==> config.mk <==
export PLATFORM = sky130hd
export DESIGN_NAME = exec_core
export DESIGN_NICKNAME = d
export VERILOG_FILES = /design/src/hdl/exec_pkg.sv /design/src/hdl/issue_queue.sv /design/src/hdl/reg_file.sv /design/src/hdl/hazard_bypass.sv /design/src/hdl/alu.sv /design/src/hdl/mul_unit.sv /design/src/hdl/ex_pipeline.sv /design/src/hdl/exec_core.sv
export VERILOG_INCLUDE_DIRS = /design/src /design/src/hdl
export SDC_FILE = /design/constraint.sdc
export NUM_CORES = 2
export LEC_CHECK = 0
export BUFFER_PORTS_ARGS = -buffer_cell sky130_fd_sc_hd__buf_4
export CAP_MARGIN = 30
export CORE_ASPECT_RATIO = 0.6
export CORE_MARGIN = 5
export CORE_UTILIZATION = 25
export CTS_CLUSTER_SIZE = 25
export DETAILED_ROUTE_END_ITERATION = 16
export GPL_TIMING_DRIVEN = 0
export PLACE_DENSITY_LB_ADDON = 0.3
export REMOVE_ABC_BUFFERS = 1
export SLEW_MARGIN = 30
export SYNTH_ARGS = -nofsm -noshare
export SYNTH_HDL_FRONTEND = slang
export SYNTH_SLANG_ARGS = --single-unit
==> constraint.sdc <==
create_clock -name clk_i -period 13.75 [get_ports clk_i]
set_clock_uncertainty 0.1 [all_clocks]
set_input_delay 1.375 -clock clk_i [delete_from_list [all_inputs] [get_ports clk_i]]
set_output_delay 1.375 -clock clk_i [all_outputs]
set_load 0.1 [all_outputs]
==> src/hdl/exec_config.svh <==
`ifndef EXEC_CONFIG_SVH
`define EXEC_CONFIG_SVH

// Datapath width in bits
`define EXEC_XLEN 32

// Architectural registers, x0 included
`define EXEC_NUM_REGS 32

// Issue queue entries, equal to the sender credits after reset
`define EXEC_QUEUE_DEPTH 4

// Cycles from multiplier accept to result valid
`define EXEC_MUL_LATENCY 3

`endif

==> src/hdl/exec_pkg.sv <==
`default_nettype none

`include "exec_config.svh"

package exec_pkg;

    typedef logic [`EXEC_XLEN-1:0] xlen_t;
    typedef logic [$clog2(`EXEC_NUM_REGS)-1:0] reg_idx_t;

    typedef enum logic [3:0] {
        OP_ADD  = 4'd0,
        OP_SUB  = 4'd1,
        OP_AND  = 4'd2,
        OP_OR   = 4'd3,
        OP_XOR  = 4'd4,
        OP_SLL  = 4'd5,
        OP_SRL  = 4'd6,
        OP_SRA  = 4'd7,
        OP_SLT  = 4'd8,
        OP_SLTU = 4'd9,
        OP_MUL  = 4'd10
    } op_e;

    // Owner of a stage's result
    typedef enum logic {
        FU_ALU,
        FU_MUL
    } func_unit_e;

    function automatic func_unit_e unit_of_op(op_e op);
        return (op == OP_MUL) ? FU_MUL : FU_ALU;
    endfunction

endpackage

`default_nettype wire

==> src/hdl/issue_queue.sv <==
`timescale 1ns/1ps
`default_nettype none

`include "exec_config.svh"

module issue_queue (
    input  logic                clk_i,
    input  logic                rst_ni,
    input  logic                in_valid_i,
    input  exec_pkg::op_e       in_op_i,
    input  exec_pkg::reg_idx_t  in_rd_i,
    input  exec_pkg::reg_idx_t  in_rs1_i,
    input  exec_pkg::reg_idx_t  in_rs2_i,
    input  exec_pkg::xlen_t     in_imm_i,
    input  logic                in_use_imm_i,
    input  logic                issue_i,
    output logic                head_valid_o,
    output exec_pkg::op_e       head_op_o,
    output exec_pkg::reg_idx_t  head_rd_o,
    output exec_pkg::reg_idx_t  head_rs1_o,
    output exec_pkg::reg_idx_t  head_rs2_o,
    output exec_pkg::xlen_t     head_imm_o,
    output logic                head_use_imm_o,
    output logic                credit_o
);

    import exec_pkg::*;

    localparam int DEPTH = `EXEC_QUEUE_DEPTH;
    localparam int PTR_W = (DEPTH > 1) ? $clog2(DEPTH) : 1;
    localparam int CNT_W = $clog2(DEPTH + 1);

    op_e      op_q      [DEPTH];
    reg_idx_t rd_q      [DEPTH];
    reg_idx_t rs1_q     [DEPTH];
    reg_idx_t rs2_q     [DEPTH];
    xlen_t    imm_q     [DEPTH];
    logic     use_imm_q [DEPTH];

    logic [PTR_W-1:0] wr_ptr_q;
    logic [PTR_W-1:0] rd_ptr_q;
    logic [CNT_W-1:0] count_q;
    logic             pop;

    function automatic logic [PTR_W-1:0] next_ptr(logic [PTR_W-1:0] ptr);
        return (ptr == PTR_W'(DEPTH - 1)) ? '0 : ptr + 1'b1;
    endfunction

    assign head_valid_o = (count_q != '0);
    assign pop          = issue_i && head_valid_o;

    // Every instruction leaving the queue hands one credit back
    assign credit_o = pop;

    // No full check here, the sender never pushes without a credit
    always_ff @(posedge clk_i or negedge rst_ni) begin
        if (!rst_ni) begin
            wr_ptr_q <= '0;
            rd_ptr_q <= '0;
            count_q  <= '0;
        end else begin
            if (in_valid_i) begin
                wr_ptr_q <= next_ptr(wr_ptr_q);
            end
            if (pop) begin
                rd_ptr_q <= next_ptr(rd_ptr_q);
            end
            case ({in_valid_i, pop})
                2'b10:   count_q <= count_q + 1'b1;
                2'b01:   count_q <= count_q - 1'b1;
                default: ;
            endcase
        end
    end

    always_ff @(posedge clk_i) begin
        if (in_valid_i) begin
            op_q[wr_ptr_q]      <= in_op_i;
            rd_q[wr_ptr_q]      <= in_rd_i;
            rs1_q[wr_ptr_q]     <= in_rs1_i;
            rs2_q[wr_ptr_q]     <= in_rs2_i;
            imm_q[wr_ptr_q]     <= in_imm_i;
            use_imm_q[wr_ptr_q] <= in_use_imm_i;
        end
    end

    assign head_op_o      = op_q[rd_ptr_q];
    assign head_rd_o      = rd_q[rd_ptr_q];
    assign head_rs1_o     = rs1_q[rd_ptr_q];
    assign head_rs2_o     = rs2_q[rd_ptr_q];
    assign head_imm_o     = imm_q[rd_ptr_q];
    assign head_use_imm_o = use_imm_q[rd_ptr_q];

endmodule

`default_nettype wire

==> src/hdl/reg_file.sv <==
`timescale 1ns/1ps
`default_nettype none

`include "exec_config.svh"

module reg_file (
    input  logic                clk_i,
    input  logic                rst_ni,
    input  exec_pkg::reg_idx_t  ra_sel_i,
    input  exec_pkg::reg_idx_t  rb_sel_i,
    output exec_pkg::xlen_t     ra_data_o,
    output exec_pkg::xlen_t     rb_data_o,
    input  logic                w_en_i,
    input  exec_pkg::reg_idx_t  w_sel_i,
    input  exec_pkg::xlen_t     w_data_i
);

    import exec_pkg::*;

    xlen_t regs_q [`EXEC_NUM_REGS];

    always_ff @(posedge clk_i or negedge rst_ni) begin
        if (!rst_ni) begin
            for (int i = 0; i < `EXEC_NUM_REGS; i++) begin
                regs_q[i] <= '0;
            end
        end else if (w_en_i && w_sel_i != '0) begin
            regs_q[w_sel_i] <= w_data_i;
        end
    end

    // x0 is hard-wired, same-cycle writes are covered by EX2 forwarding
    assign ra_data_o = (ra_sel_i == '0) ? '0 : regs_q[ra_sel_i];
    assign rb_data_o = (rb_sel_i == '0) ? '0 : regs_q[rb_sel_i];

endmodule

`default_nettype wire

==> src/hdl/hazard_bypass.sv <==
`timescale 1ns/1ps
`default_nettype none

module hazard_bypass (
    input  logic                head_valid_i,
    input  exec_pkg::op_e       head_op_i,
    input  exec_pkg::reg_idx_t  head_rs1_i,
    input  exec_pkg::reg_idx_t  head_rs2_i,
    input  exec_pkg::xlen_t     ra_data_i,
    input  exec_pkg::xlen_t     rb_data_i,
    input  logic                ex1_pending_i,
    input  logic                ex1_data_valid_i,
    input  exec_pkg::reg_idx_t  ex1_rd_i,
    input  exec_pkg::xlen_t     ex1_data_i,
    input  logic                ex2_pending_i,
    input  logic                ex2_data_valid_i,
    input  exec_pkg::reg_idx_t  ex2_rd_i,
    input  exec_pkg::xlen_t     ex2_data_i,
    input  logic                ex1_ready_i,
    input  logic                mul_ready_i,
    output exec_pkg::xlen_t     rs1_value_o,
    output exec_pkg::xlen_t     rs2_value_o,
    output logic                issue_o
);

    import exec_pkg::*;

    logic rs1_hazard;
    logic rs2_hazard;
    logic struct_hazard;

    // Returns {hazard, value} for one source register
    // EX1 holds the newer instruction, so it is looked at first
    function automatic logic [$bits(xlen_t):0] bypass(reg_idx_t rs, xlen_t rf_value);
        logic  hazard;
        xlen_t value;
        hazard = 1'b0;
        value  = rf_value;
        if (rs != '0) begin
            if (ex1_pending_i && ex1_rd_i == rs) begin
                if (ex1_data_valid_i) begin
                    value = ex1_data_i;
                end else begin
                    hazard = 1'b1;
                end
            end else if (ex2_pending_i && ex2_rd_i == rs) begin
                if (ex2_data_valid_i) begin
                    value = ex2_data_i;
                end else begin
                    hazard = 1'b1;
                end
            end
        end
        return {hazard, value};
    endfunction

    always_comb begin
        // rs2 is checked even for immediate forms, which only costs a stall
        {rs1_hazard, rs1_value_o} = bypass(head_rs1_i, ra_data_i);
        {rs2_hazard, rs2_value_o} = bypass(head_rs2_i, rb_data_i);

        struct_hazard = !ex1_ready_i ||
                        (unit_of_op(head_op_i) == FU_MUL && !mul_ready_i);

        issue_o = head_valid_i && !rs1_hazard && !rs2_hazard && !struct_hazard;
    end

endmodule

`default_nettype wire

==> src/hdl/alu.sv <==
`timescale 1ns/1ps
`default_nettype none

module alu (
    input  exec_pkg::op_e    op_i,
    input  exec_pkg::xlen_t  operand_a_i,
    input  exec_pkg::xlen_t  operand_b_i,
    output exec_pkg::xlen_t  result_o
);

    import exec_pkg::*;

    localparam int MSB = $bits(xlen_t) - 1;

    xlen_t        sum;
    logic [MSB+1:0] difference;
    logic [4:0]   shamt;
    logic         lt_signed;
    logic         lt_unsigned;

    assign sum        = operand_a_i + operand_b_i;
    // Extra bit on the subtractor gives the unsigned borrow
    assign difference = {1'b0, operand_a_i} - {1'b0, operand_b_i};
    assign shamt      = operand_b_i[4:0];

    assign lt_unsigned = difference[MSB+1];
    // Signs differ, so a negative A is the smaller one
    assign lt_signed   = (operand_a_i[MSB] != operand_b_i[MSB]) ? operand_a_i[MSB]
                                                                 : difference[MSB];

    always_comb begin
        unique case (op_i)
            OP_ADD:  result_o = sum;
            OP_SUB:  result_o = difference[MSB:0];
            OP_AND:  result_o = operand_a_i & operand_b_i;
            OP_OR:   result_o = operand_a_i | operand_b_i;
            OP_XOR:  result_o = operand_a_i ^ operand_b_i;
            OP_SLL:  result_o = operand_a_i << shamt;
            OP_SRL:  result_o = operand_a_i >> shamt;
            OP_SRA:  result_o = xlen_t'($signed(operand_a_i) >>> shamt);
            OP_SLT:  result_o = {{MSB{1'b0}}, lt_signed};
            OP_SLTU: result_o = {{MSB{1'b0}}, lt_unsigned};
            // Multiplies belong to the multiplier
            default: result_o = '0;
        endcase
    end

endmodule

`default_nettype wire

==> src/hdl/mul_unit.sv <==
`timescale 1ns/1ps
`default_nettype none

`include "exec_config.svh"

module mul_unit (
    input  logic             clk_i,
    input  logic             rst_ni,
    input  logic             mul_valid_i,
    input  exec_pkg::xlen_t  operand_a_i,
    input  exec_pkg::xlen_t  operand_b_i,
    output logic             mul_ready_o,
    output logic             mul_valid_o,
    output exec_pkg::xlen_t  mul_data_o
);

    import exec_pkg::*;

    localparam int CNT_W = $clog2(`EXEC_MUL_LATENCY + 1);

    logic             busy_q;
    logic [CNT_W-1:0] count_q;
    xlen_t            product_q;
    logic             accept;

    assign mul_valid_o = busy_q && (count_q == '0);
    // Single slot, a new operation may enter while the old result leaves
    assign mul_ready_o = !busy_q || mul_valid_o;
    assign accept      = mul_valid_i && mul_ready_o;
    assign mul_data_o  = product_q;

    always_ff @(posedge clk_i or negedge rst_ni) begin
        if (!rst_ni) begin
            busy_q  <= 1'b0;
            count_q <= '0;
        end else if (accept) begin
            busy_q  <= 1'b1;
            count_q <= CNT_W'(`EXEC_MUL_LATENCY);
        end else begin
            if (mul_valid_o) begin
                busy_q <= 1'b0;
            end
            if (count_q != '0) begin
                count_q <= count_q - 1'b1;
            end
        end
    end

    // Low XLEN bits of the unsigned product
    always_ff @(posedge clk_i) begin
        if (accept) begin
            product_q <= operand_a_i * operand_b_i;
        end
    end

endmodule

`default_nettype wire

==> src/hdl/ex_pipeline.sv <==
`timescale 1ns/1ps
`default_nettype none

module ex_pipeline (
    input  logic                clk_i,
    input  logic                rst_ni,
    input  logic                issue_i,
    input  exec_pkg::op_e       issue_op_i,
    input  exec_pkg::reg_idx_t  issue_rd_i,
    input  exec_pkg::xlen_t     alu_result_i,
    input  logic                mul_valid_i,
    input  exec_pkg::xlen_t     mul_data_i,
    output logic                ex1_pending_o,
    output logic                ex1_data_valid_o,
    output exec_pkg::reg_idx_t  ex1_rd_o,
    output exec_pkg::xlen_t     ex1_data_o,
    output logic                ex2_pending_o,
    output logic                ex2_data_valid_o,
    output exec_pkg::reg_idx_t  ex2_rd_o,
    output exec_pkg::xlen_t     ex2_data_o,
    output logic                ex1_ready_o,
    output logic                wb_valid_o,
    output exec_pkg::reg_idx_t  wb_rd_o,
    output exec_pkg::xlen_t     wb_data_o
);

    import exec_pkg::*;

    logic       ex1_pending_q, ex1_pending_d;
    func_unit_e ex1_select_q, ex1_select_d;
    reg_idx_t   ex1_rd_q, ex1_rd_d;
    xlen_t      ex1_alu_q, ex1_alu_d;
    logic       ex1_data_valid;
    xlen_t      ex1_data;

    logic       ex2_pending_q, ex2_pending_d;
    func_unit_e ex2_select_q, ex2_select_d;
    reg_idx_t   ex2_rd_q, ex2_rd_d;
    xlen_t      ex2_alu_q, ex2_alu_d;
    logic       ex2_data_valid;
    xlen_t      ex2_data;

    logic       ex2_ready;

    assign ex2_ready   = !ex2_pending_q || ex2_data_valid;
    assign ex1_ready_o = ex2_ready || !ex1_pending_q;

    ////////////////////
    // EX1 stage
    ////////////////////

    // A multiplier result belongs to EX2 if EX2 is the one waiting on it
    always_comb begin
        unique case (ex1_select_q)
            FU_MUL: begin
                ex1_data_valid = mul_valid_i && ex2_select_q != FU_MUL;
                ex1_data       = mul_data_i;
            end
            default: begin
                ex1_data_valid = 1'b1;
                ex1_data       = ex1_alu_q;
            end
        endcase
    end

    always_comb begin
        ex1_pending_d = ex1_pending_q;
        ex1_select_d  = ex1_select_q;
        ex1_rd_d      = ex1_rd_q;
        ex1_alu_d     = ex1_alu_q;

        // Keep a finished result while EX2 is still busy
        if (ex1_data_valid) begin
            ex1_select_d = FU_ALU;
            ex1_alu_d    = ex1_data;
        end

        if (ex2_ready) begin
            ex1_pending_d = 1'b0;
            ex1_select_d  = FU_ALU;
            ex1_rd_d      = '0;
        end

        if (issue_i) begin
            ex1_pending_d = 1'b1;
            ex1_select_d  = unit_of_op(issue_op_i);
            ex1_rd_d      = issue_rd_i;
            ex1_alu_d     = alu_result_i;
        end
    end

    ////////////////////
    // EX2 stage
    ////////////////////

    always_comb begin
        unique case (ex2_select_q)
            FU_MUL: begin
                ex2_data_valid = mul_valid_i;
                ex2_data       = mul_data_i;
            end
            default: begin
                ex2_data_valid = 1'b1;
                ex2_data       = ex2_alu_q;
            end
        endcase
    end

    always_comb begin
        ex2_pending_d = ex2_pending_q;
        ex2_select_d  = ex2_select_q;
        ex2_rd_d      = ex2_rd_q;
        ex2_alu_d     = ex2_alu_q;

        // Retired this cycle
        if (ex2_data_valid) begin
            ex2_pending_d = 1'b0;
            ex2_select_d  = FU_ALU;
            ex2_rd_d      = '0;
        end

        if (ex1_pending_q && ex2_ready) begin
            ex2_pending_d = 1'b1;
            ex2_rd_d      = ex1_rd_q;
            ex2_alu_d     = ex1_data;
            ex2_select_d  = ex1_data_valid ? FU_ALU : ex1_select_q;
        end
    end

    always_ff @(posedge clk_i or negedge rst_ni) begin
        if (!rst_ni) begin
            ex1_pending_q <= 1'b0;
            ex1_select_q  <= FU_ALU;
            ex1_rd_q      <= '0;
            ex2_pending_q <= 1'b0;
            ex2_select_q  <= FU_ALU;
            ex2_rd_q      <= '0;
        end else begin
            ex1_pending_q <= ex1_pending_d;
            ex1_select_q  <= ex1_select_d;
            ex1_rd_q      <= ex1_rd_d;
            ex2_pending_q <= ex2_pending_d;
            ex2_select_q  <= ex2_select_d;
            ex2_rd_q      <= ex2_rd_d;
        end
    end

    always_ff @(posedge clk_i) begin
        ex1_alu_q <= ex1_alu_d;
        ex2_alu_q <= ex2_alu_d;
    end

    assign ex1_pending_o    = ex1_pending_q;
    assign ex1_data_valid_o = ex1_data_valid;
    assign ex1_rd_o         = ex1_rd_q;
    assign ex1_data_o       = ex1_data;
    assign ex2_pending_o    = ex2_pending_q;
    assign ex2_data_valid_o = ex2_data_valid;
    assign ex2_rd_o         = ex2_rd_q;
    assign ex2_data_o       = ex2_data;

    // Retirement also feeds the register file write port
    assign wb_valid_o = ex2_pending_q && ex2_data_valid;
    assign wb_rd_o    = ex2_rd_q;
    assign wb_data_o  = ex2_data;

endmodule

`default_nettype wire

==> src/hdl/exec_core.sv <==
`timescale 1ns/1ps
`default_nettype none

module exec_core (
    input  logic                clk_i,
    input  logic                rst_ni,
    input  logic                in_valid_i,
    input  exec_pkg::op_e       in_op_i,
    input  exec_pkg::reg_idx_t  in_rd_i,
    input  exec_pkg::reg_idx_t  in_rs1_i,
    input  exec_pkg::reg_idx_t  in_rs2_i,
    input  exec_pkg::xlen_t     in_imm_i,
    input  logic                in_use_imm_i,
    output logic                credit_o,
    output logic                wb_valid_o,
    output exec_pkg::reg_idx_t  wb_rd_o,
    output exec_pkg::xlen_t     wb_data_o
);

    import exec_pkg::*;

    // Queue head
    logic     head_valid;
    op_e      head_op;
    reg_idx_t head_rd;
    reg_idx_t head_rs1;
    reg_idx_t head_rs2;
    xlen_t    head_imm;
    logic     head_use_imm;
    logic     issue;

    // Operands
    xlen_t ra_data;
    xlen_t rb_data;
    xlen_t rs1_value;
    xlen_t rs2_value;
    xlen_t alu_result;

    // Multiplier
    logic  mul_ready;
    logic  mul_valid;
    xlen_t mul_data;

    // Stage state seen by the hazard logic
    logic     ex1_pending;
    logic     ex1_data_valid;
    reg_idx_t ex1_rd;
    xlen_t    ex1_data;
    logic     ex2_pending;
    logic     ex2_data_valid;
    reg_idx_t ex2_rd;
    xlen_t    ex2_data;
    logic     ex1_ready;

    wire xlen_t operand_b = head_use_imm ? head_imm : rs2_value;
    wire logic  mul_start = issue && (head_op == OP_MUL);

    issue_queue u_issue_queue (
        .clk_i          (clk_i),
        .rst_ni         (rst_ni),
        .in_valid_i     (in_valid_i),
        .in_op_i        (in_op_i),
        .in_rd_i        (in_rd_i),
        .in_rs1_i       (in_rs1_i),
        .in_rs2_i       (in_rs2_i),
        .in_imm_i       (in_imm_i),
        .in_use_imm_i   (in_use_imm_i),
        .issue_i        (issue),
        .head_valid_o   (head_valid),
        .head_op_o      (head_op),
        .head_rd_o      (head_rd),
        .head_rs1_o     (head_rs1),
        .head_rs2_o     (head_rs2),
        .head_imm_o     (head_imm),
        .head_use_imm_o (head_use_imm),
        .credit_o       (credit_o)
    );

    reg_file u_reg_file (
        .clk_i     (clk_i),
        .rst_ni    (rst_ni),
        .ra_sel_i  (head_rs1),
        .rb_sel_i  (head_rs2),
        .ra_data_o (ra_data),
        .rb_data_o (rb_data),
        .w_en_i    (wb_valid_o),
        .w_sel_i   (wb_rd_o),
        .w_data_i  (wb_data_o)
    );

    hazard_bypass u_hazard_bypass (
        .head_valid_i     (head_valid),
        .head_op_i        (head_op),
        .head_rs1_i       (head_rs1),
        .head_rs2_i       (head_rs2),
        .ra_data_i        (ra_data),
        .rb_data_i        (rb_data),
        .ex1_pending_i    (ex1_pending),
        .ex1_data_valid_i (ex1_data_valid),
        .ex1_rd_i         (ex1_rd),
        .ex1_data_i       (ex1_data),
        .ex2_pending_i    (ex2_pending),
        .ex2_data_valid_i (ex2_data_valid),
        .ex2_rd_i         (ex2_rd),
        .ex2_data_i       (ex2_data),
        .ex1_ready_i      (ex1_ready),
        .mul_ready_i      (mul_ready),
        .rs1_value_o      (rs1_value),
        .rs2_value_o      (rs2_value),
        .issue_o          (issue)
    );

    alu u_alu (
        .op_i        (head_op),
        .operand_a_i (rs1_value),
        .operand_b_i (operand_b),
        .result_o    (alu_result)
    );

    mul_unit u_mul_unit (
        .clk_i       (clk_i),
        .rst_ni      (rst_ni),
        .mul_valid_i (mul_start),
        .operand_a_i (rs1_value),
        .operand_b_i (operand_b),
        .mul_ready_o (mul_ready),
        .mul_valid_o (mul_valid),
        .mul_data_o  (mul_data)
    );

    ex_pipeline u_ex_pipeline (
        .clk_i            (clk_i),
        .rst_ni           (rst_ni),
        .issue_i          (issue),
        .issue_op_i       (head_op),
        .issue_rd_i       (head_rd),
        .alu_result_i     (alu_result),
        .mul_valid_i      (mul_valid),
        .mul_data_i       (mul_data),
        .ex1_pending_o    (ex1_pending),
        .ex1_data_valid_o (ex1_data_valid),
        .ex1_rd_o         (ex1_rd),
        .ex1_data_o       (ex1_data),
        .ex2_pending_o    (ex2_pending),
        .ex2_data_valid_o (ex2_data_valid),
        .ex2_rd_o         (ex2_rd),
        .ex2_data_o       (ex2_data),
        .ex1_ready_o      (ex1_ready),
        .wb_valid_o       (wb_valid_o),
        .wb_rd_o          (wb_rd_o),
        .wb_data_o        (wb_data_o)
    );

endmodule

`default_nettype wire

== After elaboration in Yosys (flattened, before gate mapping) ==
Memories as Yosys holds them, arrays and structs flattened.
Cells that the tools add are included.

* Register bits: 1144
* RAM bits: 208
* Bits of input ports: 55
* Output and inout port bits: 39
* Word-level logic and storage cells: 197
* Memories kept: 6

* Add/sub/neg operators: 7
* $mul: 1
* Magnitude comparators: 4
* Eq/ne operators: 19
* Shift operators: 3
* Mux-type cells: 60
* Bitwise gates (word level): 7
* Reductions and logical operators: 44

{| class="wikitable"
|+ Memories
! name !! depth !! bits a word !! rd ports !! clocked after Yosys merged registers in !! wr ports !! line !! text
|-
| u_issue_queue.imm_q || 4 || 32 || 1 || 0 || 1 || issue_queue.sv:37 || <nowiki>xlen_t imm_q [DEPTH];</nowiki>
|-
| u_issue_queue.rd_q || 4 || 5 || 1 || 0 || 1 || issue_queue.sv:34 || <nowiki>reg_idx_t rd_q [DEPTH];</nowiki>
|-
| u_issue_queue.rs1_q || 4 || 5 || 1 || 0 || 1 || issue_queue.sv:35 || <nowiki>reg_idx_t rs1_q [DEPTH];</nowiki>
|-
| u_issue_queue.rs2_q || 4 || 5 || 1 || 0 || 1 || issue_queue.sv:36 || <nowiki>reg_idx_t rs2_q [DEPTH];</nowiki>
|-
| u_issue_queue.op_q || 4 || 4 || 1 || 0 || 1 || issue_queue.sv:33 || <nowiki>op_e op_q [DEPTH];</nowiki>
|-
| u_issue_queue.use_imm_q || 4 || 1 || 1 || 0 || 1 || issue_queue.sv:38 || <nowiki>logic use_imm_q [DEPTH];</nowiki>
|}

{| class="wikitable"
|+ Operator list
! operator !! count
|-
| 1024-bit bitwise mux || 1
|-
| 32-bit 2-to-1 mux || 22
|-
| 32-bit binary-select mux with 5-bit select || 2
|-
| 32-bit case mux with 10 select lines || 1
|-
| 32-bit demux with 5-bit select || 1
|-
| 32-bit by 32-bit subtractor with 33-bit output || 1
|-
| 32-bit adder || 1
|-
| 32-bit AND || 1
|-
| 32-bit by 32-bit multiplier with 32-bit output || 1
|-
| 32-bit bitwise OR || 1
|-
| 32-bit by 5-bit << shifter with 32-bit output || 1
|-
| 32-bit by 5-bit right shift with 32-bit output || 1
|-
| 32-bit by 5-bit >>> shifter with 32-bit output || 1
|-
| 32-bit bitwise XOR || 1
|-
| 1-bit 2-to-1 mux || 24
|-
| 5-bit equality test || 4
|-
| 5-bit 2-to-1 mux || 4
|-
| 6-bit greater-or-equal comparator, second input constant || 3
|-
| 5-bit NOT with 6-bit output || 3
|-
| 1-bit logical AND || 17
|-
| 4-bit by 3-bit equality test with 1-bit output, second input constant || 4
|-
| 5-bit nonzero test || 3
|-
| 2-bit nonzero test || 7
|-
| 4-bit equality test, second input constant || 3
|-
| 19 further kinds || 37
|}

== Longest topological paths before layout ==
An unclocked memory read counts as a cell.

* Depth in word-level cells: 15
* Depth in mapped cells: 44

== By module ==
A second synthesis with hierarchy kept.

* Cells, all modules: 7397
* Area, all modules: 93729.9 um^2

{| class="wikitable"
|+ By module, submodules not included
! module !! times used !! cells each !! area each (um^2) !! seq. area each (um^2)
|-
| reg_file || 1 || 3513 || 54129.4 || 25624.6
|-
| mul_unit || 1 || 1802 || 16716.0 || 1036.0
|-
| alu || 1 || 1227 || 8501.9 || 0.0
|-
| issue_queue || 1 || 311 || 7996.4 || 6421.2
|-
| ex_pipeline || 1 || 275 || 4129.0 || 2272.2
|-
| hazard_bypass || 1 || 231 || 1700.4 || 0.0
|-
| exec_core || 1 || 38 || 556.8 || 0.0
|}

== Worst setup path after synthesis ==
OpenSTA, ideal clock, no wires.

* Kind: register to register
* Start point: reg u_ex_pipeline.ex2_select_q
* End point: reg u_mul_unit.product_q[31] (netlist: u_mul_unit.mul_data_o[31]) (data pin)
* Library setup time: 0.268 ns
* Arrival: 9.596 ns
* Required time: 13.382 ns
* Slack: 3.787 ns
* Stages on the path, launching flop included: 37
* Path buffers: 8
* Clock period less this slack: 9.963 ns
* Cells stage by stage: dfrtp_1 -> buf_2 -> buf_1 -> buf_1 -> mux2i_1 -> inv_1 -> a22oi_1 -> a31o_2 -> buf_2 -> clkbuf_1 -> clkbuf_1 -> clkbuf_1 -> buf_1 -> nor2_1 -> fa_1 -> inv_1 -> fa_1 -> inv_1 -> fa_1 -> inv_1 -> fa_1 -> inv_1 -> ha_1 -> ha_1 -> fa_1 -> inv_1 -> fa_1 -> inv_1 -> ha_1 -> a21oi_1 -> o211ai_1 -> o211ai_1 -> nand3b_1 -> a31oi_1 -> o21ai_0 -> a21oi_1 -> xnor3_1

* Elaborated cells on any way between the ends: 17
* Those cells by class: 1 x mul; 14 x mux; 1 x bitwise; 1 x reduce/logical

{| class="wikitable"
|+ RTL lines
! element !! line !! text
|-
| from (decl) || ex_pipeline.sv:37 || <nowiki>func_unit_e ex2_select_q, ex2_select_d;</nowiki>
|-
| from (signal assigned) || ex_pipeline.sv:143 || <nowiki>ex2_select_q <= ex2_select_d;</nowiki>
|-
| 32-bit 2-to-1 mux * || ex_pipeline.sv:97 || <nowiki>unique case (ex2_select_q)</nowiki>
|-
| net wb_data_o[3] || exec_core.sv:17 || <nowiki>output exec_pkg::xlen_t wb_data_o</nowiki>
|-
| 32-bit 2-to-1 mux || hazard_bypass.sv:47 || <nowiki>if (ex2_data_valid_i) begin</nowiki>
|-
| 32-bit 2-to-1 mux || hazard_bypass.sv:46 || <nowiki>end else if (ex2_pending_i && ex2_rd_i == rs) begin</nowiki>
|-
| 32-bit 2-to-1 mux || hazard_bypass.sv:40 || <nowiki>if (ex1_pending_i && ex1_rd_i == rs) begin</nowiki>
|-
| 32-bit 2-to-1 mux || hazard_bypass.sv:39 || <nowiki>if (rs != '0) begin</nowiki>
|-
| 32-bit 2-to-1 mux || exec_core.sv:55 || <nowiki>wire xlen_t operand_b = head_use_imm ? head_imm : rs2_value;</nowiki>
|-
| 32-bit by 32-bit multiplier with 32-bit output * || mul_unit.sv:52 || <nowiki>product_q <= operand_a_i * operand_b_i;</nowiki>
|-
| to (signal assigned) || mul_unit.sv:52 ||
|-
| to (decl) || mul_unit.sv:23 || <nowiki>xlen_t product_q;</nowiki>
|}

Mark *: on every way through the listed nets, which the timed path passes. The rest lies on a longest branch.
A chain may end at the register's enable or synchronous reset.

== Final worst setup path ==
* Start point: reg u_issue_queue.rd_ptr_q[0]
* End point: reg u_mul_unit.product_q[29] (netlist: u_mul_unit.mul_data_o[29]) (data pin)

* Cells in the longest elaborated chain, start to end: 12
* Elaborated cells on any way between the ends: 38
* Those cells by class: 1 x mul; 4 x eq/ne; 19 x mux; 2 x bitwise; 8 x reduce/logical; 4 x memory

{| class="wikitable"
|+ RTL lines
! element !! line !! text
|-
| from (decl) || issue_queue.sv:41 || <nowiki>logic [PTR_W-1:0] rd_ptr_q;</nowiki>
|-
| from (signal assigned) || issue_queue.sv:66 || <nowiki>rd_ptr_q <= next_ptr(rd_ptr_q);</nowiki>
|-
| memory read 4 x 5 bit || -- ||
|-
| 5-bit NOT with 6-bit output (implied by the code) || reg_file.sv:34 || <nowiki>assign rb_data_o = (rb_sel_i == '0) ? '0 : regs_q[rb_sel_i];</nowiki>
|-
| 32-bit binary-select mux with 5-bit select || reg_file.sv:34 ||
|-
| 32-bit 2-to-1 mux (implied by the code) (2 in series) || reg_file.sv:34 ||
|-
| 32-bit 2-to-1 mux || reg_file.sv:34 ||
|-
| 32-bit 2-to-1 mux || hazard_bypass.sv:47 ||
|-
| 32-bit 2-to-1 mux || hazard_bypass.sv:46 ||
|-
| 32-bit 2-to-1 mux || hazard_bypass.sv:40 ||
|-
| 32-bit 2-to-1 mux || hazard_bypass.sv:39 ||
|-
| 32-bit 2-to-1 mux || exec_core.sv:55 ||
|-
| 32-bit by 32-bit multiplier with 32-bit output * || mul_unit.sv:52 ||
|}

Mark *: on every way between the ends. The rest lies on a longest branch, timed or not. The select of a mux whose other input is x is not followed.

==> impl_metrics.env <==
export IMPL_fmax_mhz=72.8
export IMPL_netlist_area_um2=91500
export IMPL_drt_total_wl_mm=434
export IMPL_antenna_found_initial=35
export IMPL_synth_seq_area_share_pct=38.6
export IMPL_cts_buffers=140
export IMPL_netlist_area_leader_share_pct=28.7
export IMPL_synthTopCellsByArea="dfrtp_1 (29%), edfxtp_1 (10%), fa_1 (9.0%)"
export IMPL_whs_ns=0.300
export IMPL_vias=77568
export IMPL_die_w_um=791
export IMPL_place_inst=13899
export IMPL_finalCriticalPeriod_ns=13.74
export IMPL_nFillCells=37585
export IMPL_viasPerCell=5.47
export IMPL_final_cells=14172
export IMPL_maxSlewViolCount=0
export IMPL_critPathKind="reg -> reg"
export IMPL_route_detailed_drc=0
export IMPL_ant_nets=0
export IMPL_synth_edff_count=304
export IMPL_min_period_over_period_pct=99.9
export IMPL_synth_most_common_cell="nor2_1"
export IMPL_synthFlopType="dfrtp_1"
export IMPL_yosysUniqueCellTypes=115
export IMPL_worstPathMaxFanout=28
export IMPL_rrSetupSlack_ns=0.01
export IMPL_drtPass1Iterations=7
export IMPL_cpMaxStageDelayCell="mux4_4"
export IMPL_cts_tree="built"
export IMPL_slew_headroom_pct=22.0
export IMPL_fp_dieH_um=479
export IMPL_area_growth_pct=18.7
export IMPL_setup_viol=0
export IMPL_grt_max_degree=120
export IMPL_rsz0062_at_grt="false"
export IMPL_h_tree_depth=4
export IMPL_cts_root_buffer="clkbuf_16"
export IMPL_grt_pass1_vias=72630
export IMPL_multi_input_area_um2=51900
export IMPL_async_reset_ff_share_pct=77.5
export IMPL_drt_initial_drc_count=12072
export IMPL_wl_per_cell_um=30.6
export IMPL_rows=172
export IMPL_hold_class="reg -> reg"
export IMPL_die_area_um2=379000
export IMPL_ys_ff_latch=1352
export IMPL_clock_latency_ns=0.88
export IMPL_cpMostUsedCell="fa_1"
export IMPL_portBuffers=93
export IMPL_ioPinCount=94
export IMPL_cp_required_ns=14.16
export IMPL_worstMarginPinSlew_ns=1.16
export IMPL_grtUsageTotal_pct=22.3
export IMPL_slowest_delay_ns=1.05
export IMPL_synth_cells=9337
export IMPL_grt_overflow_total=0
export IMPL_syn_avg_cell_area_um2=9.80
export IMPL_yosysWarnings=0
export IMPL_start_util_pct=25.0
export IMPL_maxCapViolCount=0
export IMPL_arrival_ns=14.15
export IMPL_synth_largest_area_cell="dfrtp_1"
export IMPL_status="completed"
export IMPL_grt_pass1_wl_mm=602
export IMPL_core_area_um2=365000
export IMPL_cts_buffer_depth=4
export IMPL_ys_top_cells_by_count="nor2_1 (1232), dfrtp_1 (1048), nand2_1 (1018)"
export IMPL_cts_sinks=1352
export IMPL_detailed_place_hpwl_mm=329
export IMPL_nets=9875
export IMPL_seq_area_um2=35400
export IMPL_critPathCaptureType="register"
export IMPL_start_kind="register"
export IMPL_gp_congestion=1.08
export IMPL_drive_above_1_share_pct=14.8
export IMPL_clk_pin_slew_ns=0.06
export IMPL_hold_violations=0
what timing repair did:
item / 4_1_cts / 5_1_grt
buffers inserted: 0 / 8
cloned: 0 / 1
pin swaps: 0 / 2
resized for setup: 5 / 17
endpoints found under the setup margin: 9 / 9
hold buffers: 0 / 0
flip-flops by register name (all words and copies together) (netlist names), 3 cells and up:
register / cells
u_issue_queue.rs1_q: 20
u_issue_queue.count_q: 3
u_issue_queue.use_imm_q: 4
u_reg_file.regs_q: 1024
u_ex_pipeline.ex1_alu_q: 32
u_mul_unit.mul_data_o: 32
u_ex_pipeline.ex2_rd_o: 5
u_issue_queue.op_q: 16
u_ex_pipeline.ex1_rd_o: 5
u_issue_queue.rs2_q: 20
u_issue_queue.imm_q: 128
u_issue_queue.rd_q: 20
u_ex_pipeline.ex2_alu_q: 32
per-stage QoR:
stage	cell area [um^2]	setup TNS, ns	util (%)	setup slack, ns
4_1_cts	108000	0	29.7	0.0199
3_5_place_dp	104000	-2.18	28.4	-0.616
5_1_grt	109000	0	29.7	0.0857
3_3_place_gp	94700	-3989.84	25.9	-21.22
6_report	109000	0	29.7	0.0114
2_1_floorplan	87900	-408.71	-	-6.86
metal layers:
metal,up-vias,track usage [%],wire (um)
li1,32325,-,-
met1,39337,33.1,193000
met2,5281,26.4,152000
met3,601,12.7,74500
met4,24,5.70,13000
met5,-,1.58,1020
critical path: cells and delay by family (launching register included):
kind,cells,cell delay (ns)
and+or+nand+nor,5,2.79
muxes,1,1.05
AOI/OAI and AO/OA,7,2.11
DFF,1,0.68
xor gates and xnor gates,1,0.66
buffers and inverters,6,1.30
adders and majority gates,10,4.55
area by class of cell:
type	instances	area share, %
flip-flops and latches	1352	32.6
multi-input cells	6575	47.8
inverters	627	2.20
clock inverters	41	0.353
clock buffers	198	3.73
well taps	4872	5.61
repair buffers	485	7.67
diodes	22	0.0507
cells by family after synthesis:
| logic type | count (synthesis) | share of synthesized area (%) |
|---|---|---|
| simple gates | 2761 | 12.6 |
| mux | 885 | 14.3 |
| flops | 1352 | 38.6 |
| buf+inv | 1411 | 6.49 |
| fa+ha+maj | 639 | 12.1 |
| compound gates | 2165 | 14.6 |
| xor+xnor | 124 | 1.23 |
final timing paths:
path | from | endpoint | cells after the start
max | u_issue_queue.rd_ptr_q[0] | u_mul_unit.mul_data_o[29] | 30
min | u_reg_file.regs_q[1014] | u_reg_file.regs_q[1014] | 0
max reg2reg | u_issue_queue.rd_ptr_q[0] | u_mul_unit.mul_data_o[29] | 30
min reg2reg | u_reg_file.regs_q[1014] | u_reg_file.regs_q[1014] | 0
max in group asynchronous | rst_ni | u_reg_file.regs_q[519] | 6
min in group asynchronous | rst_ni | u_reg_file.regs_q[780] | 1
cell usage in the layout (no fill, tap or decap), types with 60 or more instances in the layout:
master,count
xnor2_1,96
a22oi_1,100
mux4_2,324
ha_1,227
buf_8,62
nand2_1,1005
buf_4,135
buf_16,164
mux2i_1,472
fa_1,412
buf_6,62
edfxtp_1,304
nand3_1,180
a21oi_1,974
a31oi_1,70
a211oi_1,90
nor2_1,1188
inv_1,591
clkbuf_16,145
o211ai_1,60
o21ai_0,362
dfrtp_1,1044
Power is left out: the tool's default activity adds up to more than one toggle a clock period on the data nets, which glitch-free logic cannot reach.
